### src/common/io_pkg.sv
// Shared types and constants of the memory-mapped I/O subsystem
package io_pkg;

   // One-hot address decode, one bit per peripheral
   localparam int unsigned LED_ADR_BIT  = 2;
   localparam int unsigned UART_ADR_BIT = 3;
   localparam int unsigned TMR_ADR_BIT  = 4;

   // UART read word, RX level here and zero elsewhere
   localparam int unsigned UART_RX_BIT = 8;

   // Default tick counter width
   localparam int unsigned TMR_WIDTH_DEF = 32;

   // LED view of the data word, also the LED read layout
   typedef struct packed {
      logic        blue_src;   // 1 = blue follows inverted RX
      logic [27:0] unused;
      logic        blue;
      logic        green;
      logic        red;
   } io_led_view_t;

   // UART view of the data word
   typedef struct packed {
      logic [30:0] unused;
      logic        tx;         // Line level to drive
   } io_uart_view_t;

   // Write data as seen by the LED register and the UART
   typedef union packed {
      io_led_view_t  led;
      io_uart_view_t uart;
   } io_wdata_u;

   // Bus request from the core, held for one cycle per access
   typedef struct packed {
      logic        stb;
      logic        we;
      logic [3:0]  sel;        // Byte lanes
      logic [31:0] adr;
      io_wdata_u   wdat;
   } io_req_t;

   // Response, ack in the same cycle as stb
   typedef struct packed {
      logic        ack;
      logic [31:0] rdat;       // Zero when not acked
   } io_rsp_t;

endpackage
### src/rtl/io_subsystem.sv
module io_subsystem #(
   parameter int unsigned TMR_WIDTH = io_pkg::TMR_WIDTH_DEF,
   parameter int unsigned TMR_TAP   = 16
) (
   input  logic            CLK_I,
   input  logic            reset,
   input  io_pkg::io_req_t bus_req,
   input  logic            uart_rx,
   output io_pkg::io_rsp_t bus_rsp,
   output logic            uart_tx,
   output logic            led_red,
   output logic            led_green,
   output logic            led_blue,
   output logic            tmr_flag
);

   logic            led_stb;
   logic            uart_stb;
   logic            tmr_stb;
   io_pkg::io_rsp_t led_rsp;
   io_pkg::io_rsp_t uart_rsp;
   io_pkg::io_rsp_t tmr_rsp;
   logic            rx_sync;   // UART to LED, for blue

   // Decode and merge
   io_bus_ctrl bus_ctrl_i (
      .CLK_I    (CLK_I),
      .reset    (reset),
      .bus_req  (bus_req),
      .led_rsp  (led_rsp),
      .uart_rsp (uart_rsp),
      .tmr_rsp  (tmr_rsp),
      .led_stb  (led_stb),
      .uart_stb (uart_stb),
      .tmr_stb  (tmr_stb),
      .bus_rsp  (bus_rsp)
   );

   uart_bitbang uart_i (
      .CLK_I   (CLK_I),
      .reset   (reset),
      .stb     (uart_stb),
      .req     (bus_req),
      .uart_rx (uart_rx),
      .rsp     (uart_rsp),
      .uart_tx (uart_tx),
      .rx_sync (rx_sync)
   );

   led_ctrl led_i (
      .CLK_I     (CLK_I),
      .reset     (reset),
      .stb       (led_stb),
      .req       (bus_req),
      .rx_sync   (rx_sync),
      .rsp       (led_rsp),
      .led_red   (led_red),
      .led_green (led_green),
      .led_blue  (led_blue)
   );

   tick_timer #(
      .TMR_WIDTH (TMR_WIDTH),
      .TMR_TAP   (TMR_TAP)
   ) timer_i (
      .CLK_I    (CLK_I),
      .reset    (reset),
      .stb      (tmr_stb),
      .req      (bus_req),
      .rsp      (tmr_rsp),
      .tmr_flag (tmr_flag)
   );

endmodule

### src/rtl/tick_timer.sv
module tick_timer #(
   parameter int unsigned TMR_WIDTH = io_pkg::TMR_WIDTH_DEF,
   parameter int unsigned TMR_TAP   = 16
) (
   input  logic            CLK_I,
   input  logic            reset,
   input  logic            stb,
   input  io_pkg::io_req_t req,
   output io_pkg::io_rsp_t rsp,
   output logic            tmr_flag
);

   logic [TMR_WIDTH-1:0] count;
   logic                 tap_q;      // Tap bit one edge ago
   logic                 tap_rise;
   logic                 wr;
   logic [31:0]          count_ext;

   assign wr = stb & req.we;

   // Free-running count, a write loads it
   always_ff @(posedge CLK_I) begin
      if (reset) begin
         count <= '0;
      end else if (wr) begin
         count <= req.wdat[TMR_WIDTH-1:0];   // Raw word, both views ignored
      end else begin
         count <= count + 1'b1;
      end
   end

   assign tap_rise = count[TMR_TAP] & ~tap_q;

   // Sticky flag, a timer write clears it and wins over a new rise
   always_ff @(posedge CLK_I) begin
      if (reset) begin
         tap_q    <= 1'b0;
         tmr_flag <= 1'b0;
      end else begin
         tap_q <= count[TMR_TAP];
         if (wr)
            tmr_flag <= 1'b0;
         else if (tap_rise)
            tmr_flag <= 1'b1;
      end
   end

   // Zero-extend for narrow counters
   always_comb begin
      count_ext = '0;
      count_ext[TMR_WIDTH-1:0] = count;
   end

   assign rsp.ack  = stb;
   assign rsp.rdat = stb ? count_ext : '0;   // Count of this cycle

endmodule

### src/rtl/led_ctrl.sv
module led_ctrl (
   input  logic            CLK_I,
   input  logic            reset,
   input  logic            stb,
   input  io_pkg::io_req_t req,
   input  logic            rx_sync,
   output io_pkg::io_rsp_t rsp,
   output logic            led_red,
   output logic            led_green,
   output logic            led_blue
);

   logic                 blue_src;   // 1 = blue shows RX activity
   logic                 wr;
   io_pkg::io_led_view_t rd_view;

   assign wr = stb & req.we;

   // Red, green and the blue source bit
   always_ff @(posedge CLK_I) begin
      if (reset) begin
         led_red   <= 1'b0;
         led_green <= 1'b0;
         blue_src  <= 1'b0;
      end else if (wr) begin
         led_red   <= req.wdat.led.red;
         led_green <= req.wdat.led.green;
         if (req.sel[3])       // Top lane carries blue_src
            blue_src <= req.wdat.led.blue_src;
      end
   end

   // Blue is owned by the UART when blue_src is set
   always_ff @(posedge CLK_I) begin
      if (reset) begin
         led_blue <= 1'b0;
      end else if (blue_src) begin
         led_blue <= ~rx_sync;  // Lit while the line is low
      end else if (wr) begin
         led_blue <= req.wdat.led.blue;
      end
   end

   // Read back in the same layout as written
   always_comb begin
      rd_view          = '0;
      rd_view.blue_src = blue_src;
      rd_view.blue     = led_blue;
      rd_view.green    = led_green;
      rd_view.red      = led_red;
   end

   assign rsp.ack  = stb;
   assign rsp.rdat = stb ? rd_view : '0;

   // With RX quiet, a UART-driven blue must hold still
   a_blue_hold: assert property (
      @(posedge CLK_I) disable iff (reset)
      (blue_src && $past(blue_src) && $stable(rx_sync)) |=> $stable(led_blue)
   ) else $error("led_blue moved while driven by a stable RX");

endmodule

### src/rtl/uart_bitbang.sv
module uart_bitbang (
   input  logic            CLK_I,
   input  logic            reset,
   input  logic            stb,
   input  io_pkg::io_req_t req,
   input  logic            uart_rx,
   output io_pkg::io_rsp_t rsp,
   output logic            uart_tx,
   output logic            rx_sync
);

   logic rx_meta;              // First synchroniser stage
   logic wr;
   logic [31:0] rd_word;

   assign wr = stb & req.we;

   // Two flops against metastability, idle line level after reset
   always_ff @(posedge CLK_I) begin
      if (reset) begin
         rx_meta <= 1'b1;
         rx_sync <= 1'b1;
      end else begin
         rx_meta <= uart_rx;
         rx_sync <= rx_meta;   // Two edges behind the pin
      end
   end

   // TX register, software drives every bit edge
   always_ff @(posedge CLK_I) begin
      if (reset) begin
         uart_tx <= 1'b1;      // Idle mark
      end else if (wr) begin
         uart_tx <= req.wdat.uart.tx;
      end
   end

   // Read word carries only the RX level
   always_comb begin
      rd_word = '0;
      rd_word[io_pkg::UART_RX_BIT] = rx_sync;
   end

   assign rsp.ack  = stb;      // No wait states
   assign rsp.rdat = stb ? rd_word : '0;

endmodule

### src/rtl/io_bus_ctrl.sv
module io_bus_ctrl (
   input  logic           CLK_I,
   input  logic           reset,
   input  io_pkg::io_req_t bus_req,
   input  io_pkg::io_rsp_t led_rsp,
   input  io_pkg::io_rsp_t uart_rsp,
   input  io_pkg::io_rsp_t tmr_rsp,
   output logic           led_stb,
   output logic           uart_stb,
   output logic           tmr_stb,
   output io_pkg::io_rsp_t bus_rsp
);

   logic [2:0] hit;            // Mapped address bits, one per peripheral
   logic       unmapped_stb;   // Strobe hitting no peripheral
   logic       merged_ack;
   logic [31:0] merged_rdat;

   // Pick the one-hot decode bits out of the address
   assign hit[0] = bus_req.adr[io_pkg::LED_ADR_BIT];
   assign hit[1] = bus_req.adr[io_pkg::UART_ADR_BIT];
   assign hit[2] = bus_req.adr[io_pkg::TMR_ADR_BIT];

   // Strobe fan-out
   assign led_stb  = bus_req.stb & hit[0];
   assign uart_stb = bus_req.stb & hit[1];
   assign tmr_stb  = bus_req.stb & hit[2];

   // Nobody home, answer here so the master never hangs
   assign unmapped_stb = bus_req.stb & ~(|hit);

   // Peripherals gate their own read data, a plain OR merges them
   always_comb begin
      merged_ack  = led_rsp.ack | uart_rsp.ack | tmr_rsp.ack;
      merged_ack  = merged_ack | unmapped_stb;   // Default response
      merged_rdat = led_rsp.rdat | uart_rsp.rdat | tmr_rsp.rdat;
   end

   assign bus_rsp.ack  = merged_ack;
   assign bus_rsp.rdat = merged_rdat;   // Zero on unmapped accesses

   // Two peripherals selected at once is a software bug
   a_onehot_decode: assert property (
      @(posedge CLK_I) disable iff (reset)
      bus_req.stb |-> $onehot0(hit)
   ) else $error("more than one mapped address bit set, adr %h", bus_req.adr);

   // Every access is answered in its own cycle, and nothing else is
   a_ack_follows_stb: assert property (
      @(posedge CLK_I) disable iff (reset)
      bus_rsp.ack == bus_req.stb
   ) else $error("ack %b does not match stb %b", bus_rsp.ack, bus_req.stb);

   // No stray read data without an ack
   a_rdat_quiet: assert property (
      @(posedge CLK_I) disable iff (reset)
      !bus_req.stb |-> (bus_rsp.rdat == '0)
   ) else $error("read data %h without strobe", bus_rsp.rdat);

endmodule

### config.mk
export PLATFORM = sky130hd
export DESIGN_NAME = io_subsystem
export DESIGN_NICKNAME = d
export VERILOG_FILES = /design/src/common/io_pkg.sv /design/src/rtl/io_subsystem.sv /design/src/rtl/tick_timer.sv /design/src/rtl/led_ctrl.sv /design/src/rtl/uart_bitbang.sv /design/src/rtl/io_bus_ctrl.sv
export SDC_FILE = /design/constraint.sdc
export NUM_CORES = 1
export LEC_CHECK = 0
export BUFFER_PORTS_ARGS = -buffer_cell sky130_fd_sc_hd__buf_2
export CAP_MARGIN = 20
export CORE_MARGIN = 3
export CORE_UTILIZATION = 29
export DETAILED_ROUTE_END_ITERATION = 8
export PLACE_DENSITY_LB_ADDON = 0.1
export SLEW_MARGIN = 0
export SYNTH_ARGS = -nofsm -noshare
export SYNTH_HDL_FRONTEND = slang
export SYNTH_SLANG_ARGS = --single-unit
### constraint.sdc
create_clock -name CLK_I -period 7.45 [get_ports CLK_I]
set_clock_uncertainty 0.2 [all_clocks]
set_input_delay 0.3725 -clock CLK_I [delete_from_list [all_inputs] [get_ports CLK_I]]
set_output_delay 0.3725 -clock CLK_I [all_outputs]
set_load 0.01 [all_outputs]
==> out/qor.txt, run 1 <==
Die W = 98.6 µm
Post-synthesis register bit count = 41
Pwr per Cell Area = 155 mW/mm²
Rel. slew slack = 0.391
Via count = 2597
Synth unique cells = 42
Fin crit share = 0.351
Worst Hold Class = in2reg
Pins Over Slew Limit = 0
Final cell count without fillers = 481
Seq/Total Area, Yosys = 0.330
FFs w/ async S/R, synth = 0
Startpoint Class = register
Clock root buffer = clkbuf_8
Min Tclk post-route = 2620 ps
Number of nets in the layout = 449
Num rows = 33
Die Ht = 98.6 µm
Postcts setup bufs = 0
Gate Count Post-Synth = 319
Layout fillers = 920
Most numerous cell in the Yosys netlist = dfxtp_1
Finished Cell Area = 0.00298 mm²
Drt drc = 0
Final Hold Viols = 0
Worst path arrival time = 2620 ps
Top_reg_cell synth = dfxtp_1
Slew @ Worst Pin = 913 ps
Synth area leader = dfxtp_1
I/O Buffers = 78
Clock network power share = 0.314
I/O pin count = 111
Sw Share = 0.288
Post-place instance area = 0.00290 mm²
Logic pwr share = 0.143
Sequential share of power = 0.543
Initial Utilization = 0.301
Share of the synthesized area in the top cell type = 0.330
Hold Path Cell Cnt = 2
Largest net degree at the start of global routing = 47
R2r setup slk = 4830 ps
Hold-fix buffers at CTS = 0
Ranking of synthesized cells by area = dfxtp_1 (33%), and3_1 (7.5%), nor2_1 (5.7%), a311oi_1 (5.3%), clkbuf_1 (4.1%)
RSZ-0062 raised after global routing = false
Total grt overflow = 0
Number of cells on the worst reg-to-reg path = 5
CP max FO = 20
CTS tree = done
Placeable Area = 0.00826 mm²
Vias per cell = 5.40
Area Overhead vs Synth = 19.8%
Switching pwr = 133 µW
Clock Latency Late Sink = 290 ps
Synthesized area per cell = 7.80 µm²
F_max = 0.382 GHz
Syn Std Cell Area = 0.00249 mm²
CP Class = reg2reg
Status = finished, final reports clean
DRT Pass-1 Iters = 4
CTS buffer count = 5
Post-synth top cells = dfxtp_1 (41), nor2_1 (38), and3_1 (30)
Vias in the first global route = 2440
Max_cap viols = 0
Ys Warns = 0
Clk sinks = 41
# setup viols final = 0
Routed wire length per instance = 16.2 µm
GRT Total Usage = 0.157
Ant diodes = 0
Worst Path Required = 7460 ps
Remaining antenna violation count = 0
Setup crit end kind = register
P_int = 329 µW
Clk buf depth = 2
GPL Wtd Cong = 0.782
Dpl hpwl = 5210 µm
DR iter-0 viols = 132
Resize count post-CTS = 0
Post-synth EDFFs = 0
Final wirelength = 7800 µm
H-tree depth = 2
Worst vdd ir = 0.0750 mV
Initial antenna violation count = 0
Setup TNS = 0 ps
Ratio of cells with drive above 1 in the final layout = 0.250
Leakage = 1.24 nW
Syn Nets = 393
First-pass GRT wire length = 12600 µm
Dpl cells = 473
Clock-pin slew on the worst setup and hold paths = 80 ps
Die ar. = 0.00972 mm²
==> cells in the final DEF, fill, tap and decap left out, types with 2 or more instances in the layout <==
cell type / instances
clkinv_2: 2
o31ai_1: 6
nand2_1: 14
and4_1: 6
clkbuf_8: 5
xnor2_1: 6
a31oi_1: 2
or4_1: 7
and3_1: 30
nand3_2: 2
nor3_1: 5
a22oi_1: 5
or2_2: 3
and2_1: 4
a311oi_1: 15
nor2_1: 38
nand4_1: 12
nor4_1: 12
nor2b_1: 7
nor3b_1: 5
or3_1: 6
o21ai_0: 6
dfxtp_1: 41
buf_2: 78
nand3_1: 17
nand2b_1: 2
mux2i_1: 4
o311ai_0: 2
a21oi_1: 3
a211oi_1: 11
inv_1: 4
o31a_1: 4
xor2_1: 2
==> stage by stage <==
step                       util  setup WS [ps]  total power [mW]  hold WS [ps]
final                     0.361           4830             0.461          52.4
after global routing      0.361           4670             0.488          44.5
after CTS                 0.361           4840             0.467          48.9
after detailed placement  0.351           4670             0.322           206
after global placement    0.351           4710             0.321           194
after floorplan               -           5090             0.293           189
==> layer usage <==
layer,up-vias,part of all wire,global-route usage
li1,1322,-,-
met1,1202,0.49,0.220
met2,69,0.45,0.246
met3,4,0.054,0.0368
met4,0,0.0071,0.0357
met5,-,0,0
==> cells by family after synthesis <==
family          synth area share
compound gates             0.174
xor+xnor                  0.0282
fa+ha+maj                0.00503
buf+inv                   0.0558
flops                      0.330
mux                       0.0206
simple gates               0.387
==> cell type report <==
class,count,area [µm²],area share
Inverter,4,15.0,0.00504
Timing Repair Buffer,79,398,0.134
Multi-Input combinational cell,244,1530,0.514
Clock buffer,6,72.6,0.0243
Tap cell,105,131,0.0441
Sequential cell,41,821,0.275
Clock inverter,2,10.0,0.00336
==> final timing paths <==
check                                       from                end
worst max-delay path            timer_i.count[0]  timer_i.count[20]
worst min register to register    uart_i.rx_meta     uart_i.rx_sync
worst min-delay path                     uart_rx     uart_i.rx_meta
worst max register to register  timer_i.count[0]  timer_i.count[20]
==> power by group through the flow <==
stage	clock network [mW]	registers (mW)	logic, mW
5_1_grt	0.161	0.253	0.0743
2_1_floorplan	0	0.250	0.0432
3_5_place_dp	0	0.255	0.0667
4_1_cts	0.150	0.250	0.0670
3_3_place_gp	0	0.255	0.0664
6_report	0.145	0.250	0.0661
==> flip-flops by register name, summed over array words and instances (netlist names) <==
signal / count
timer_i.count: 32
led_i.blue_src: 1
led_i.led_blue: 1
led_i.led_green: 1
led_i.led_red: 1
timer_i.tap_q: 1
timer_i.tmr_flag: 1
uart_i.rx_meta: 1
uart_i.rx_sync: 1
uart_i.uart_tx: 1
==> worst max-delay path, cell delays in order, from the launching register on <==
cell	delay, ps
dfxtp_1	450
ha_1	250
nand2_1	160
or4_4	680
or4_1	540
a311oi_1	250
(Power assumes the default switching activity.)
==> inputs of run 2 (changes only) <==
==> constraint.sdc (replaced) <==
create_clock -name CLK_I -period 2.23 [get_ports CLK_I]
set_clock_uncertainty 0.2 [all_clocks]
set_input_delay 0.1115 -clock CLK_I [delete_from_list [all_inputs] [get_ports CLK_I]]
set_output_delay 0.1115 -clock CLK_I [all_outputs]
set_load 0.01 [all_outputs]
==> run 2 against run 1 <==
Largest cell class unchanged. Register-to-register slack got worse by 4800 ps. Worst hold slack got worse by 39 ps. Via count increased by 9.0%. Routed wire length increased by 4.3%. Sequential share of layout area decreased by 4.8 points. Clock power increased to 4.2 times the previous value. Cell count increased by 14%. Final area increased by 23%. Die area unchanged. Critical path type unchanged.
==> out/qor.txt, run 2 (same netlist as run 1, synthesis figures left out) <==
Status = finished, final reports clean
Pwr per Cell Area = 477 mW/mm²
Largest register FFs = 32
Initial antenna violation count = 0
DRT Pass-1 Iters = 4
Pins Over Slew Limit = 0
Largest net degree at the start of global routing = 38
Clk buf depth = 2
Vias in the first global route = 2604
CP max FO = 8
Final Util = 0.443
Fin crit share = 0.979
Reg with most FFs = timer_i.count
Hold slack = 13.4 ps
Ratio of cells with drive above 1 in the final layout = 0.313
Final Hold Viols = 0
CTS buffer count = 5
# setup viols final = 0
Vias per cell = 5.16
I/O Buffers = 78
Setup TNS = 0 ps
Die ar. = 0.00972 mm²
Clock-pin slew on the worst setup and hold paths = 90 ps
F_max = 0.458 GHz
Initial Utilization = 0.301
Via count = 2831
Num rows = 33
Dpl hpwl = 5820 µm
Rel. slew slack = 0.631
Routed wire length per instance = 14.8 µm
Clk sinks = 41
Worst path arrival time = 2200 ps
Slowest library cell on the worst path = or4_4
Hold path startpoint = bus_req[30]
Clock Latency Late Sink = 300 ps
Final wirelength = 8140 µm
Die Ht = 98.6 µm
Top delay family on crit path = simple AND/OR/NAND/NOR gates
Total grt overflow = 0
Leakage = 1.56 nW
I/O pin count = 111
Drt drc = 0
Most frequent cells in the layout = buf_2 (78), nor2_1 (38), dfxtp_1 (38), buf_4 (36), dlygate4sd3_1 (33)
Number of nets in the layout = 517
Placeable Area = 0.00826 mm²
H-tree depth = 2
DR iter-0 viols = 115
Startpoint Class = register
Clock root buffer = clkbuf_8
RR Startpoint = timer_i.count[1]
Worst Path Required = 2240 ps
CP Class = reg2reg
CP startpoint = timer_i.count[1]
GPL Wtd Cong = 0.769
Worst Hold Class = in2reg
Ant diodes = 0
Max_cap viols = 0
First-pass GRT wire length = 13200 µm
Most frequent standard cell in the layout excluding fill and tap cells = buf_2
CP Buf/Inv Count = 1
Crit path cell chain = ha_4, nand2_2, or4_4, buf_4, or3_1, a311oi_1
Setup crit end kind = register
Remaining antenna violation count = 0
CTS tree = done
Min Tclk post-route = 2180 ps
CP max stage delay = 580 ps
Slew @ Worst Pin = 554 ps
Die W = 98.6 µm
Worst vdd ir = 0.205 mV
RSZ-0062 raised after global routing = true
GRT Total Usage = 0.164
Area Overhead vs Synth = 47.0%
==> run 2: cell types whose count changed in the layout (fill, tap and decap cells not counted), sizes merged <==
cell	before	now
clkinv	2	1
bufinv	0	1
dlygate4sd3	0	33
buf	79	114
==> run 2: worst paths after layout <==
kind / to / slack (ps) / cells after the start
max reg2reg: timer_i.count[16] / 50 / 6
min: timer_i.count[30] / 10 / 4
max: timer_i.count[16] / 50 / 6
min reg2reg: uart_i.rx_sync / 220 / 1
==> run 2: area by class of cell <==
| type | count | area [µm²] |
|---|---|---|
| fillers | 873 | 4600 |
| multi-input cells | 244 | 1580 |
| repair buffers | 147 | 991 |
| flip-flops and latches | 41 | 830 |
| well taps | 105 | 131 |
| clock buffers | 6 | 72.6 |
| clock inverters | 2 | 33.8 |
| inverters | 4 | 15.0 |
==> run 2: worst reg2reg max path, delay by kind of cell (launching register included) <==
family | cells | cell delay, ps
AOI/OAI and AO/OA | 1 | 240
DFF | 1 | 360
and+or+nand+nor | 3 | 970
adders and majority gates | 1 | 130
buffers and inverters | 1 | 190
==> run 2: report_power, final <==
part / switching, mW / internal (mW) / total, mW
clock network: 0.277 / 0.331 / 0.608
registers: 0.0440 / 0.778 / 0.822
logic: 0.148 / 0.167 / 0.316
total: 0.469 / 1.28 / 1.75
==> run 2: what timing repair did <==
action	4_1_cts	5_1_grt
hold buffers	33	0
pin swaps	1	3
endpoints found under the setup margin	1	10
hold endpoints to repair	34	0
setup buffers	0	1
resized for setup	0	7
==> run 2: metal layers <==
layer | GRT usage | routed length [µm] | up-vias
met3 | 0.0276 | 382 | 4
met1 | 0.231 | 3940 | 1301
met5 | 0 | 0 | -
met4 | 0.0315 | 45 | 0
met2 | 0.266 | 3770 | 73
li1 | - | - | 1453
==> run 2: metrics by stage <==
step                power [mW]  worst slack [ps]  cell area, µm²  instances
detailed placement        1.11              34.9            3180        507
floorplan                0.982             -1.97            2510        319
global route              1.83             -17.7            3660        549
global placement          1.11              23.5            3180        507
finish                    1.75              46.3            3660        549
CTS                       1.76              10.7            3610        548
